$ cat config.mk
export PLATFORM = sky130hd
export DESIGN_NAME = DecodeTop
export DESIGN_NICKNAME = d
export VERILOG_FILES = /design/src/common/rv32iPkg.sv /design/src/common/pipePkg.sv /design/src/design/PipelineReg.sv /design/src/stageId/DecoderRv32i.sv /design/src/stageId/ControllerRv32i.sv /design/src/stageId/IdForwardController.sv /design/src/stageId/RegisterFile.sv /design/src/stageId/StageID.sv /design/src/design/DecodeTop.sv
export VERILOG_INCLUDE_DIRS = /design/src /design/src/common
export SDC_FILE = /design/constraint.sdc
export NUM_CORES = 2
export LEC_CHECK = 0
export ABC_CLOCK_PERIOD_IN_PS = 11000
export CORE_ASPECT_RATIO = 1.1
export CORE_MARGIN = 3
export CORE_UTILIZATION = 30
export CTS_BUF_LIST = sky130_fd_sc_hd__clkbuf_2
export DETAILED_ROUTE_END_ITERATION = 8
export DONT_BUFFER_PORTS = 1
export GPL_TIMING_DRIVEN = 0
export HOLD_SLACK_MARGIN = 0.03
export PLACE_DENSITY = 0.42
export SLEW_MARGIN = 15
export SYNTH_ARGS = -nofsm -noshare
export SYNTH_HDL_FRONTEND = slang
export SYNTH_SLANG_ARGS = --single-unit
$ cat constraint.sdc
create_clock -name i_Clock -period 11 [get_ports i_Clock]
set_input_delay 0.55 -clock i_Clock [delete_from_list [all_inputs] [get_ports i_Clock]]
set_output_delay 0.55 -clock i_Clock [all_outputs]
set_load 0.01 [all_outputs]
$ cat src/common/stageId_macros.svh
`ifndef STAGEID_MACROS_SVH
`define STAGEID_MACROS_SVH

// Datapath widths shared by the decode stage

`define DATA_WIDTH 32   // Register data width
`define PC_WIDTH   32   // Program counter width
`define REG_WIDTH  5    // Register index width

`endif

$ cat src/common/rv32iPkg.sv
package rv32iPkg;

    // ------------------------------
    // Major opcodes
    // ------------------------------
    typedef enum logic [6:0] {
        OP_LUI    = 7'b0110111,
        OP_AUIPC  = 7'b0010111,
        OP_JAL    = 7'b1101111,
        OP_JALR   = 7'b1100111,
        OP_BRANCH = 7'b1100011,
        OP_LOAD   = 7'b0000011,
        OP_STORE  = 7'b0100011,
        OP_OPIMM  = 7'b0010011,
        OP_OP     = 7'b0110011
    } OpCode;

    typedef enum logic [3:0] {
        ALU_ADD, ALU_SUB, ALU_SLL, ALU_SLT, ALU_SLTU, ALU_XOR,
        ALU_SRL, ALU_SRA, ALU_OR, ALU_AND,
        ALU_PASSB                       // Result is operand B, used by LUI
    } AluOp;

    typedef enum logic [1:0] {
        PC_SEQ    = 2'd0,               // PC + 4
        PC_OFFSET = 2'd1,               // PC + imm
        PC_REG    = 2'd2                // (rs1 + imm) & ~1
    } PcNextSel;

    typedef enum logic [1:0] {
        WB_ALU = 2'd0,                  // ALU result
        WB_MEM = 2'd1,                  // Load data
        WB_PC4 = 2'd2                   // Link address
    } RegWrDataSel;

    // ------------------------------
    // Control word, 10 bits
    // ------------------------------
    typedef struct packed {
        logic        regWrEnable;       // Writes rd
        logic        memWrEnable;       // Store
        RegWrDataSel regWrDataSel;      // Writeback source
        logic        operandASel;       // 0 rs1, 1 PC
        logic        operandBSel;       // 0 rs2, 1 imm
        AluOp        aluOp;
    } CtrlWord;

endpackage

$ cat src/common/pipePkg.sv
package pipePkg;

    import rv32iPkg::*;

`include "stageId_macros.svh"

    typedef enum logic [1:0] {
        FWD_REGS = 2'd0,                // Register file value
        FWD_EX   = 2'd1,                // Result of the EX stage
        FWD_MEM  = 2'd2,                // EX/MEM data
        FWD_WB   = 2'd3                 // MEM/WB data
    } FwdSel;

    typedef struct packed {
        logic                  valid;
        logic [31:0]           inst;
        logic [`PC_WIDTH-1:0]  pc;
    } IfIdPayload;

    typedef struct packed {
        logic                   valid;
        OpCode                  opcode;
        logic [`REG_WIDTH-1:0]  rs1;
        logic [`REG_WIDTH-1:0]  rs2;
        logic [`REG_WIDTH-1:0]  rd;
        logic [`DATA_WIDTH-1:0] imm;
        logic [`DATA_WIDTH-1:0] dataA;  // rs1 from the register file
        logic [`DATA_WIDTH-1:0] dataB;  // rs2 from the register file
        logic [`PC_WIDTH-1:0]   pc;
        CtrlWord                ctrl;
    } IdExPayload;

    typedef struct packed {
        logic                   regWrEnable;
        logic [`REG_WIDTH-1:0]  regWrAddr;
        logic [`DATA_WIDTH-1:0] regWrData;
    } StageWrite;

endpackage

$ cat src/design/PipelineReg.sv
`timescale 1ns/1ps

module PipelineReg #(
    parameter type PayloadT = logic             // Stage payload struct
) (
    input  logic    i_Clock,
    input  logic    i_rstN,
    input  logic    i_Hold,                     // Stall, keep current item
    input  PayloadT i_Data,
    output PayloadT o_Data
);

    // An invalid input item passes as a bubble, its valid bit already 0
    always_ff @(posedge i_Clock) begin
        if (!i_rstN)
            o_Data <= '0;                       // Clears valid and control
        else if (!i_Hold)
            o_Data <= i_Data;                   // Advance one item
    end

endmodule

$ cat src/stageId/DecoderRv32i.sv
`timescale 1ns/1ps

`include "stageId_macros.svh"

module DecoderRv32i
    import rv32iPkg::*;
(
    input  logic [31:0]            i_Inst,
    output OpCode                  o_Op,
    output logic [`REG_WIDTH-1:0]  o_Rs1,
    output logic [`REG_WIDTH-1:0]  o_Rs2,
    output logic [`REG_WIDTH-1:0]  o_Rd,
    output logic [`DATA_WIDTH-1:0] o_Imm        // Sign-extended immediate
);

    logic sign;                                 // Bit 31 is the sign of every format

    assign sign  = i_Inst[31];
    assign o_Op  = OpCode'(i_Inst[6:0]);
    assign o_Rs1 = i_Inst[19:15];
    assign o_Rs2 = i_Inst[24:20];

    always_comb begin
        o_Rd  = i_Inst[11:7];
        o_Imm = '0;                             // R-type and unknown
        case (o_Op)
            OP_LOAD, OP_OPIMM, OP_JALR:         // I-type
                o_Imm = {{20{sign}}, i_Inst[31:20]};
            OP_STORE: begin                     // S-type
                o_Imm = {{20{sign}}, i_Inst[31:25], i_Inst[11:7]};
                o_Rd  = '0;                     // No destination
            end
            OP_BRANCH: begin                    // B-type
                o_Imm = {{19{sign}}, sign, i_Inst[7], i_Inst[30:25],
                         i_Inst[11:8], 1'b0};
                o_Rd  = '0;
            end
            OP_LUI, OP_AUIPC:                   // U-type
                o_Imm = {i_Inst[31:12], 12'b0};
            OP_JAL:                             // J-type
                o_Imm = {{11{sign}}, sign, i_Inst[19:12], i_Inst[20],
                         i_Inst[30:21], 1'b0};
            default: o_Imm = '0;
        endcase
    end

endmodule

$ cat src/stageId/ControllerRv32i.sv
`timescale 1ns/1ps

module ControllerRv32i
    import rv32iPkg::*;
(
    input  logic [31:0] i_Inst,
    input  logic        i_IsEq,                 // rs1 == rs2
    input  logic        i_IsLt,                 // rs1 < rs2
    output logic        o_Unsigned,             // BLTU and BGEU compare
    output CtrlWord     o_Ctrl,
    output PcNextSel    o_PcNextSel
);

    OpCode      op;
    logic [2:0] funct3;
    logic       funct7b5;                       // SUB and SRA select
    logic       cond;                           // Raw compare for funct3
    logic       taken;                          // Branch resolved
    AluOp       aluFunct;                       // ALU op from funct3

    assign op         = OpCode'(i_Inst[6:0]);
    assign funct3     = i_Inst[14:12];
    assign funct7b5   = i_Inst[30];
    assign o_Unsigned = (op == OP_BRANCH) && funct3[1];

    // ------------------------------
    // Branch condition
    // ------------------------------
    assign cond  = funct3[2] ? i_IsLt : i_IsEq;
    assign taken = (funct3[2:1] != 2'b01) && (cond ^ funct3[0]);  // 010 and 011 never

    always_comb begin
        case (funct3)
            3'b000:  aluFunct = (op == OP_OP && funct7b5) ? ALU_SUB : ALU_ADD;
            3'b001:  aluFunct = ALU_SLL;
            3'b010:  aluFunct = ALU_SLT;
            3'b011:  aluFunct = ALU_SLTU;
            3'b100:  aluFunct = ALU_XOR;
            3'b101:  aluFunct = funct7b5 ? ALU_SRA : ALU_SRL;
            3'b110:  aluFunct = ALU_OR;
            default: aluFunct = ALU_AND;
        endcase
    end

    // ------------------------------
    // Control word per opcode
    // ------------------------------
    always_comb begin
        o_Ctrl      = '0;                       // No writes, WB_ALU, ADD
        o_PcNextSel = PC_SEQ;
        case (op)
            OP_LUI: begin
                o_Ctrl.regWrEnable = 1'b1;
                o_Ctrl.operandBSel = 1'b1;
                o_Ctrl.aluOp       = ALU_PASSB;
            end
            OP_AUIPC: begin
                o_Ctrl.regWrEnable = 1'b1;
                o_Ctrl.operandASel = 1'b1;      // PC + imm
                o_Ctrl.operandBSel = 1'b1;
            end
            OP_JAL, OP_JALR: begin
                o_Ctrl.regWrEnable  = 1'b1;
                o_Ctrl.regWrDataSel = WB_PC4;   // Link
                o_PcNextSel = (op == OP_JAL) ? PC_OFFSET : PC_REG;
            end
            OP_BRANCH: begin
                o_Ctrl.aluOp = ALU_SUB;
                o_PcNextSel  = taken ? PC_OFFSET : PC_SEQ;
            end
            OP_LOAD: begin
                o_Ctrl.regWrEnable  = 1'b1;
                o_Ctrl.regWrDataSel = WB_MEM;
                o_Ctrl.operandBSel  = 1'b1;     // Address rs1 + imm
            end
            OP_STORE: begin
                o_Ctrl.memWrEnable = 1'b1;
                o_Ctrl.operandBSel = 1'b1;
            end
            OP_OPIMM: begin
                o_Ctrl.regWrEnable = 1'b1;
                o_Ctrl.operandBSel = 1'b1;
                o_Ctrl.aluOp       = aluFunct;
            end
            OP_OP: begin
                o_Ctrl.regWrEnable = 1'b1;
                o_Ctrl.aluOp       = aluFunct;
            end
            default: o_PcNextSel = PC_SEQ;      // CSR, fence, system are no-ops
        endcase
    end

endmodule

$ cat src/stageId/IdForwardController.sv
`timescale 1ns/1ps

`include "stageId_macros.svh"

module IdForwardController
    import rv32iPkg::*;
    import pipePkg::*;
(
    input  logic [`REG_WIDTH-1:0] i_Rs1,
    input  logic [`REG_WIDTH-1:0] i_Rs2,
    input  logic                  i_IdExRegWrEnable,
    input  logic [`REG_WIDTH-1:0] i_IdExRegWrAddr,
    input  RegWrDataSel           i_IdExRegWrDataSel,
    input  logic                  i_ExMemRegWrEnable,
    input  logic [`REG_WIDTH-1:0] i_ExMemRegWrAddr,
    input  logic                  i_MemWbRegWrEnable,
    input  logic [`REG_WIDTH-1:0] i_MemWbRegWrAddr,
    output FwdSel                 o_DataASel,
    output FwdSel                 o_DataBSel
);

    // Youngest writer wins, x0 never forwards
    function automatic FwdSel pickSource(input logic [`REG_WIDTH-1:0] rs);
        if (rs == '0)
            return FWD_REGS;
        if (i_IdExRegWrEnable && i_IdExRegWrAddr == rs && i_IdExRegWrDataSel == WB_ALU)
            return FWD_EX;                      // Loads in EX fall through
        if (i_ExMemRegWrEnable && i_ExMemRegWrAddr == rs)
            return FWD_MEM;
        if (i_MemWbRegWrEnable && i_MemWbRegWrAddr == rs)
            return FWD_WB;                      // Same-cycle register write
        return FWD_REGS;
    endfunction

    always_comb begin
        o_DataASel = pickSource(i_Rs1);
        o_DataBSel = pickSource(i_Rs2);
    end

endmodule

$ cat src/stageId/RegisterFile.sv
`timescale 1ns/1ps

`include "stageId_macros.svh"

module RegisterFile (
    input  logic                   i_Clock,
    input  logic                   i_rstN,
    input  logic                   i_WrEnable,
    input  logic [`REG_WIDTH-1:0]  i_WrAddr,
    input  logic [`DATA_WIDTH-1:0] i_WrData,
    input  logic [`REG_WIDTH-1:0]  i_RdAddrA,
    input  logic [`REG_WIDTH-1:0]  i_RdAddrB,
    output logic [`DATA_WIDTH-1:0] o_RdDataA,
    output logic [`DATA_WIDTH-1:0] o_RdDataB
);

    logic [`DATA_WIDTH-1:0] regs [1 << `REG_WIDTH];    // x0 stays at zero

    always_ff @(posedge i_Clock) begin
        if (!i_rstN) begin
            for (int i = 0; i < (1 << `REG_WIDTH); i++)
                regs[i] <= '0;
        end else if (i_WrEnable && i_WrAddr != '0) begin
            regs[i_WrAddr] <= i_WrData;        // x0 writes dropped
        end
    end

    assign o_RdDataA = regs[i_RdAddrA];         // Asynchronous reads
    assign o_RdDataB = regs[i_RdAddrB];

endmodule

$ cat src/stageId/StageID.sv
`timescale 1ns/1ps

`include "stageId_macros.svh"

module StageID
    import rv32iPkg::*;
    import pipePkg::*;
(
    input  logic                   i_Clock,
    input  logic                   i_rstN,
    input  IfIdPayload             i_IfId,
    input  logic                   i_IdExRegWrEnable,    // Writer now in ID/EX
    input  logic [`REG_WIDTH-1:0]  i_IdExRegWrAddr,
    input  RegWrDataSel            i_IdExRegWrDataSel,
    input  logic [`DATA_WIDTH-1:0] i_ExData,
    input  StageWrite              i_ExMem,
    input  StageWrite              i_MemWb,              // Also the write port
    output IdExPayload             o_IdEx,
    output logic [`PC_WIDTH-1:0]   o_PCNext,
    output logic                   o_Taken               // Branch taken or jump
);

    OpCode                  decOp;
    logic [`REG_WIDTH-1:0]  decRs1;
    logic [`REG_WIDTH-1:0]  decRs2;
    logic [`REG_WIDTH-1:0]  decRd;
    logic [`DATA_WIDTH-1:0] decImm;
    CtrlWord                ctrl;
    PcNextSel               pcNextSel;
    logic                   isUnsigned;
    logic                   isEq;
    logic                   isLt;
    logic [`DATA_WIDTH-1:0] regDataA;
    logic [`DATA_WIDTH-1:0] regDataB;
    FwdSel                  fwdSelA;
    FwdSel                  fwdSelB;
    logic [`DATA_WIDTH-1:0] cmpA;                       // Forwarded operands
    logic [`DATA_WIDTH-1:0] cmpB;
    logic [`DATA_WIDTH-1:0] jalrSum;                    // rs1 + imm, unforwarded

    DecoderRv32i u_decoder (
        .i_Inst (i_IfId.inst),
        .o_Op   (decOp),
        .o_Rs1  (decRs1),
        .o_Rs2  (decRs2),
        .o_Rd   (decRd),
        .o_Imm  (decImm));

    ControllerRv32i u_controller (
        .i_Inst      (i_IfId.inst),
        .i_IsEq      (isEq),
        .i_IsLt      (isLt),
        .o_Unsigned  (isUnsigned),
        .o_Ctrl      (ctrl),
        .o_PcNextSel (pcNextSel));

    RegisterFile u_regs (
        .i_Clock    (i_Clock),
        .i_rstN     (i_rstN),
        .i_WrEnable (i_MemWb.regWrEnable),
        .i_WrAddr   (i_MemWb.regWrAddr),
        .i_WrData   (i_MemWb.regWrData),
        .i_RdAddrA  (decRs1),
        .i_RdAddrB  (decRs2),
        .o_RdDataA  (regDataA),
        .o_RdDataB  (regDataB));

    IdForwardController u_fwd (
        .i_Rs1              (decRs1),
        .i_Rs2              (decRs2),
        .i_IdExRegWrEnable  (i_IdExRegWrEnable),
        .i_IdExRegWrAddr    (i_IdExRegWrAddr),
        .i_IdExRegWrDataSel (i_IdExRegWrDataSel),
        .i_ExMemRegWrEnable (i_ExMem.regWrEnable),
        .i_ExMemRegWrAddr   (i_ExMem.regWrAddr),
        .i_MemWbRegWrEnable (i_MemWb.regWrEnable),
        .i_MemWbRegWrAddr   (i_MemWb.regWrAddr),
        .o_DataASel         (fwdSelA),
        .o_DataBSel         (fwdSelB));

    // ------------------------------
    // Forwarding and comparator
    // ------------------------------
    function automatic logic [`DATA_WIDTH-1:0] fwdMux(input FwdSel sel,
                                                      input logic [`DATA_WIDTH-1:0] regData);
        case (sel)
            FWD_EX:  return i_ExData;
            FWD_MEM: return i_ExMem.regWrData;
            FWD_WB:  return i_MemWb.regWrData;
            default: return regData;
        endcase
    endfunction

    always_comb begin
        cmpA = fwdMux(fwdSelA, regDataA);
        cmpB = fwdMux(fwdSelB, regDataB);
    end

    assign isEq = (cmpA == cmpB);
    assign isLt = isUnsigned ? (cmpA < cmpB) : ($signed(cmpA) < $signed(cmpB));

    // ------------------------------
    // Next PC
    // ------------------------------
    assign jalrSum = regDataA + decImm;
    assign o_Taken = i_IfId.valid && (pcNextSel != PC_SEQ);

    always_comb begin
        o_PCNext = i_IfId.pc + `PC_WIDTH'd4;               // Also for an empty slot
        if (i_IfId.valid) begin
            case (pcNextSel)
                PC_OFFSET: o_PCNext = i_IfId.pc + decImm;
                PC_REG:    o_PCNext = {jalrSum[`PC_WIDTH-1:1], 1'b0};
                default:   o_PCNext = i_IfId.pc + `PC_WIDTH'd4;
            endcase
        end
    end

    // Bundle for ID/EX, control zeroed in a bubble
    always_comb begin
        o_IdEx.valid  = i_IfId.valid;
        o_IdEx.opcode = decOp;
        o_IdEx.rs1    = decRs1;
        o_IdEx.rs2    = decRs2;
        o_IdEx.rd     = decRd;
        o_IdEx.imm    = decImm;
        o_IdEx.dataA  = regDataA;
        o_IdEx.dataB  = regDataB;
        o_IdEx.pc     = i_IfId.pc;
        o_IdEx.ctrl   = ctrl;
        if (!i_IfId.valid)
            o_IdEx.ctrl = '0;
    end

endmodule

$ cat src/design/DecodeTop.sv
`timescale 1ns/1ps

`include "stageId_macros.svh"

module DecodeTop
    import pipePkg::*;
(
    input  logic                   i_Clock,
    input  logic                   i_rstN,
    input  logic                   i_Stall,     // Holds both registers
    input  IfIdPayload             i_IfId,      // From fetch
    input  logic [`DATA_WIDTH-1:0] i_ExData,    // EX result
    input  StageWrite              i_ExMem,     // MEM-stage writer
    input  StageWrite              i_MemWb,     // Writeback port
    output IdExPayload             o_IdEx,      // To execute
    output logic [`PC_WIDTH-1:0]   o_PCNext,
    output logic                   o_Taken      // Redirect away from PC + 4
);

    IfIdPayload ifId;                           // IF/ID contents
    IdExPayload idExNext;                       // Decoded bundle

    PipelineReg #(.PayloadT(IfIdPayload)) IfIdReg (
        .i_Clock (i_Clock),
        .i_rstN  (i_rstN),
        .i_Hold  (i_Stall),
        .i_Data  (i_IfId),
        .o_Data  (ifId));

    // ID/EX writer fed back for the forwarding decision
    StageID u_stageId (
        .i_Clock            (i_Clock),
        .i_rstN             (i_rstN),
        .i_IfId             (ifId),
        .i_IdExRegWrEnable  (o_IdEx.ctrl.regWrEnable),
        .i_IdExRegWrAddr    (o_IdEx.rd),
        .i_IdExRegWrDataSel (o_IdEx.ctrl.regWrDataSel),
        .i_ExData           (i_ExData),
        .i_ExMem            (i_ExMem),
        .i_MemWb            (i_MemWb),
        .o_IdEx             (idExNext),
        .o_PCNext           (o_PCNext),
        .o_Taken            (o_Taken));

    PipelineReg #(.PayloadT(IdExPayload)) IdExReg (
        .i_Clock (i_Clock),
        .i_rstN  (i_rstN),
        .i_Hold  (i_Stall),
        .i_Data  (idExNext),
        .o_Data  (o_IdEx));

endmodule

Word level (Yosys, flattened, before mapping) --
Memories as Yosys holds them, arrays and structs flattened. A register that Yosys moved wholly into a read port is not among the register bits. Index checks and enable logic that the tools add are counted. Widths: inputs -> output; s select.
Storage, ports and cells: bits in registers 226, bits in writable memories 1024, output and inout bits 194, memories 1
Cells by class: $add $sub $neg 3, $lt $le $gt $ge 2, equal/unequal tests 31, multiplexer cells 68, bitwise logic cells 1, reductions and logical operators 27
Memories:
- u_stageId.u_regs.regs | depth 32, width 32, rd ports 2, clocked after memory_dff 2, wr ports 32, line RegisterFile.sv:17 | logic [`DATA_WIDTH-1:0] regs [1 << `REG_WIDTH];
Operator list (count):
- $pmux 32 s3 | 2
- $pmux 32 s5 | 1
- $add 32x32->32 | 2
- $lt 32x32->1 | 2
- $mux 32 | 2
- $pmux 32 s2 | 1
- $mux 1 | 34
- $mux 2 | 17
- $add 32x3->32 const B | 1
- $eq 32x32->1 | 1
- $reduce_or 32->1 | 1
- $eq 5x5->1 | 6
- $mux 5 | 6
- $pmux 4 s7 | 1
- $eq 7x6->1 const B | 3
- $eq 7x7->1 const B | 3
- $eq 7x5->1 const B | 2
- $logic_and 1x1->1 | 13
- $pmux 4 s3 | 1
- $eq 2x2->1 const B | 5
- $logic_not 5->1 | 2
- $mux 10 | 1
- $eq 3x3->1 const B | 3
- $pmux 2 s2 | 2
- other kinds (14) | 20

Logic depth before layout (Yosys ltp) --
depth in word-level cells 26, gate-level depth with buffers 29

By module --
From an unflattened synthesis, not the netlist that was laid out.
Second synthesis, totals: cells, all modules 6392, area total of the unflattened synthesis 72736.0 um^2
By module, submodules not included:
- RegisterFile | instances 1, cells an instance 4609, area an instance 55715.9 um^2
- StageID | instances 1, cells an instance 851, area an instance 6945.4 um^2
- PipelineReg at IdExReg | instances 1, cells an instance 519, area an instance 6128.4 um^2
- PipelineReg at IfIdReg | instances 1, cells an instance 209, area an instance 2504.9 um^2
- DecoderRv32i | instances 1, cells an instance 100, area an instance 713.2 um^2
- IdForwardController | instances 1, cells an instance 58, area an instance 449.2 um^2
- ControllerRv32i | instances 1, cells an instance 46, area an instance 279.0 um^2

Worst setup path after synthesis --
OpenSTA, ideal clock, no wires.
path type reg2out, start register with a tool-made name, end output port o_PCNext[27], data arrival time 6.155 ns, data required time 10.450 ns, slack 4.295 ns, cell stages (with the launch flop) 26, buffers on the path 4, cells stage by stage dfxtp_1 > clkbuf_1 > buf_2 > buf_2 > mux4_2 > mux4_2 > mux2_2 > nor2_1 > a21oi_1 > ha_1 > a21o_1 > a21o_1 > a21o_1 > a21o_1 > a221o_1 > a2111oi_0 > o311ai_1 > mux2i_1 > xnor2_1 > a31o_1 > ha_1 > nand2b_1 > clkbuf_1 > or3_1 > mux2_1 > nand3_1
RTL lines:
- to (decl) | line DecodeTop.sv:16 | output logic [`PC_WIDTH-1:0] o_PCNext,

==> summary.md <==
| Metric | Value |
|---|---|
| Status | complete, no violations |
| Skew-Pair Late Insertion Delay | roughly 2000 ps |
| CTS Root Cell | clkbuf_2 |
| Synth Cell Area | about 70000 um2 |
| Final GP Congestion | roughly 0.98 |
| Layout area overhead | 18.8% |
| Number of core rows | ~180 |
| CTS tree | built |
| Fill count | 22800 |
| Switching Fraction | between 30% and 40% |
| Post-synth top area share | 44.2% |
| Vias | approximately 52000 |
| Max-slew headroom | about a tenth |
| CTS buffer count | 376 |
| Number of DRC markers in iteration 0 | 6101 |
| Synthesized flop and latch total | between 1000 and 1500 |
| CTS max path bufs | 4 |
| Largest area contributor in the netlist | edfxtp_1 |
| Setup bufs post-CTS | 0 |
| Final WL | ~340000 um |
| Worst path required time | between 10000 and 15000 ps |
| Core ar. | around 230000 um2 |
| Sequential share of power | approximately half |
| Sink Count | 1260 |
| Ys Warns | 0 |
| Post-synth top flop | edfxtp_1 |
| Crit start category | flip-flop |
| CP Class | reg -> out |
| Hold Vio Cnt, Final | 0 |
| Cell Pwr Density | between 100 and 150 nW/um2 |
| Peak supply drop | between 0.1 and 0.15 mV |
| CP Capture Type | output pin |
| Post-DRT Antenna Nets | 0 |
| Avg Cell Area, Syn | between 10 and 15 um2 |
| Internal | 7740 uW |
| Global route total overflow | 0 |
| Period utilization | between 90% and 100% |
| Top cells by area, synth | edfxtp_1, mux4_2, and2_1, dfxtp_1, mux2i_1 |
| Final Util | 36.0% |
| Fmax | approximately 93 MHz |
| Post-synthesis sequential area ratio | around half |
| Worst Path Arrival | 10210 ps |
| Die span in y | around 510 um |
| Hold Path Class | in -> reg |
| Commonest non-fill, non-tap cell in the layout | edfxtp_1 |
| Leak | 0.0296 uW |
| Post-synth ARST share | 0% |
| Initial antenna violation count | 73 |
| Placed cell area | about 76000 um2 |
| Setup violations, final | 0 |
| Worst-Margin Slew | 1340 ps |
| Chip Width | 465 um |
| Drc violations | 0 |
| Initial Util | between 30% and 40% |
| Layout Cell Area excl Fill | between 80000 and 90000 um2 |
| Tot GR Track Use | between 20% and 30% |
| Share of post-route cells with drive strength above 1 | 24.8% |
| H-Tree Depth | 5 |
| Avg Vias per Cell | ~5.5 |
| 1st-pass router iterations | 5 |
| Clk pwr share | 32.6% |
| HPWL after DPL | about 260000 um |
| Most frequent cells in the layout | edfxtp_1, and2_1, mux4_2 |
| Comb power frac | a little under a fifth |
| Final Skew | around 250 ps |
| Cells after synthesis | 5214 |
| First-pass GRT wire length | about 450000 um |
| Synth unique cells | 90 |
| CP max FO | 10 |
| Die area | between 200000 and 250000 um2 |
| Top-Level Pins | 370 |
| I/O Buffers | 0 |
| NetSw | roughly 3800 uW |
| Clock transition at path regs | about 100 ps |
| Fin crit period | between 10000 and 15000 ps |
| Vias in the first global route | 52500 |
| Max-cap viol count | 0 |
| Largest net degree at the start of global routing | 27 |
| Fin nets | 6272 |
| Post-synth EDFFs | roughly 1000 |
| Wire per inst | 36.3 um |
| Final Max Tran Viols | 0 |
| Fin Setup TNS | 0 ps |
[cell type report]
| class | count | area (um2) | area share, % |
|---|---|---|---|
| Sequential cell | 1260 | 35500 | 42.9 |
| Multi-Input combinational cell | 3471 | 32700 | 39.5 |
| Timing Repair Buffer | 387 | 4820 | 5.82 |
| Tap cell | 3069 | 3840 | 4.64 |
| Clock buffer | 569 | 2850 | 3.44 |
| Buffer | 482 | 2130 | 2.57 |
| Clock inverter | 95 | 495 | 0.599 |
| Antenna cell | 123 | 308 | 0.372 |
| Inverter | 19 | 71.3 | 0.0862 |
[power groups by stage]
stage / clock network (uW) / registers, uW / logic [uW]
floorplan: 0 / 5630 / 1120
global placement: 0 / 5730 / 1900
detailed placement: 0 / 5700 / 2000
CTS: 3820 / 5600 / 2130
global route: 4050 / 5630 / 2220
finish: 3750 / 5600 / 2160
[metal layers]
metal / up-vias / routed length, um / GRT usage (%)
met1: 27000 / 126000 / 32.6
met5: - / 41 / 0.768
met4: 6 / 28900 / 22.1
met2: 2925 / 160000 / 44.6
li1: 21600 / - / -
met3: 781 / 29200 / 7.26
[timing repair]
item,4_1_cts,5_1_grt
gates cloned,0,0
hold buffers,321,0
endpoints found under the hold margin,1454,0
pin swaps,0,0
gates resized for setup,124,51
endpoints found under the setup margin,33,32
[state kept, by name, indices dropped and copies added, names as in the netlist, named ones only]
register	cells
IdExReg.o_Data	161
IfIdReg.o_Data	65
u_stageId.u_regs.regs	1024
[cell families after synthesis]
| logic type | count (synthesis) | share of synthesized area, % |
|---|---|---|
| and+or+nand+nor | 1756 | 13.7 |
| DFF | 1260 | 51.0 |
| muxes | 854 | 23.8 |
| AOI/OAI and AO/OA | 618 | 5.43 |
| buffers and inverters | 514 | 2.86 |
| xor gates and xnor gates | 112 | 1.41 |
| adders and majority gates | 99 | 1.80 |
| other | 1 | 0.00539 |
[worst max-delay path: stages (launching register included)]
cell and delay (ps):
dfxtp_1 670, clkbuf_2 450, clkbuf_1 990, mux4_2 440, mux4_2 520, mux2_2 320, o21ai_1 140, ha_1 260
a21o_1 160, a21o_1 170, a21o_1 180, a21o_1 170, a221o_1 290, a2111oi_1 560, clkdlybuf4s18_2 390, o311ai_4 180
mux2i_1 350, xnor2_1 130, a31oi_1 360, ha_1 400, inv_1 230, or3_1 370, mux2_1 320, nand3_1 260
[path summary, 6_finish.rpt]
check | cells after the start | start | end | slack, ps
worst max-delay path | 23 | flip-flop | o_PCNext[27] | 240
worst min-delay path | 5 | i_MemWb[36] | u_stageId.u_regs.regs[20][31] | 290
worst max register to register | 8 | flip-flop | IdExReg.o_Data[57] | 6850
worst min register to register | 2 | IfIdReg.o_Data[37] | IdExReg.o_Data[158] | 480
[synthesized netlist by cell type, types with 61 or more instances]
cell type / n
nand2_1: 245
clkbuf_1: 395
o21ai_1: 87
a21oi_1: 266
ha_1: 97
mux2i_1: 154
mux4_2: 635
nor2_1: 323
buf_1: 61
dfxtp_1: 236
edfxtp_1: 1024
and2_1: 965
mux2_2: 64
[per-stage QoR]
stage / std cells / worst slack [ps] / hold slack (ps) / power (uW)
2_1_floorplan: 5245 / 4290 / 473 / 6740
3_3_place_gp: 8314 / -749 / 505 / 7630
3_5_place_dp: 8380 / -409 / 504 / 7700
4_1_cts: 9352 / 0.869 / 30.6 / 11600
5_1_grt: 9456 / -37.7 / 186 / 11900
6_report: 9475 / 236 / 293 / 11500
No activity file was read; power rests on OpenSTA's default activity.
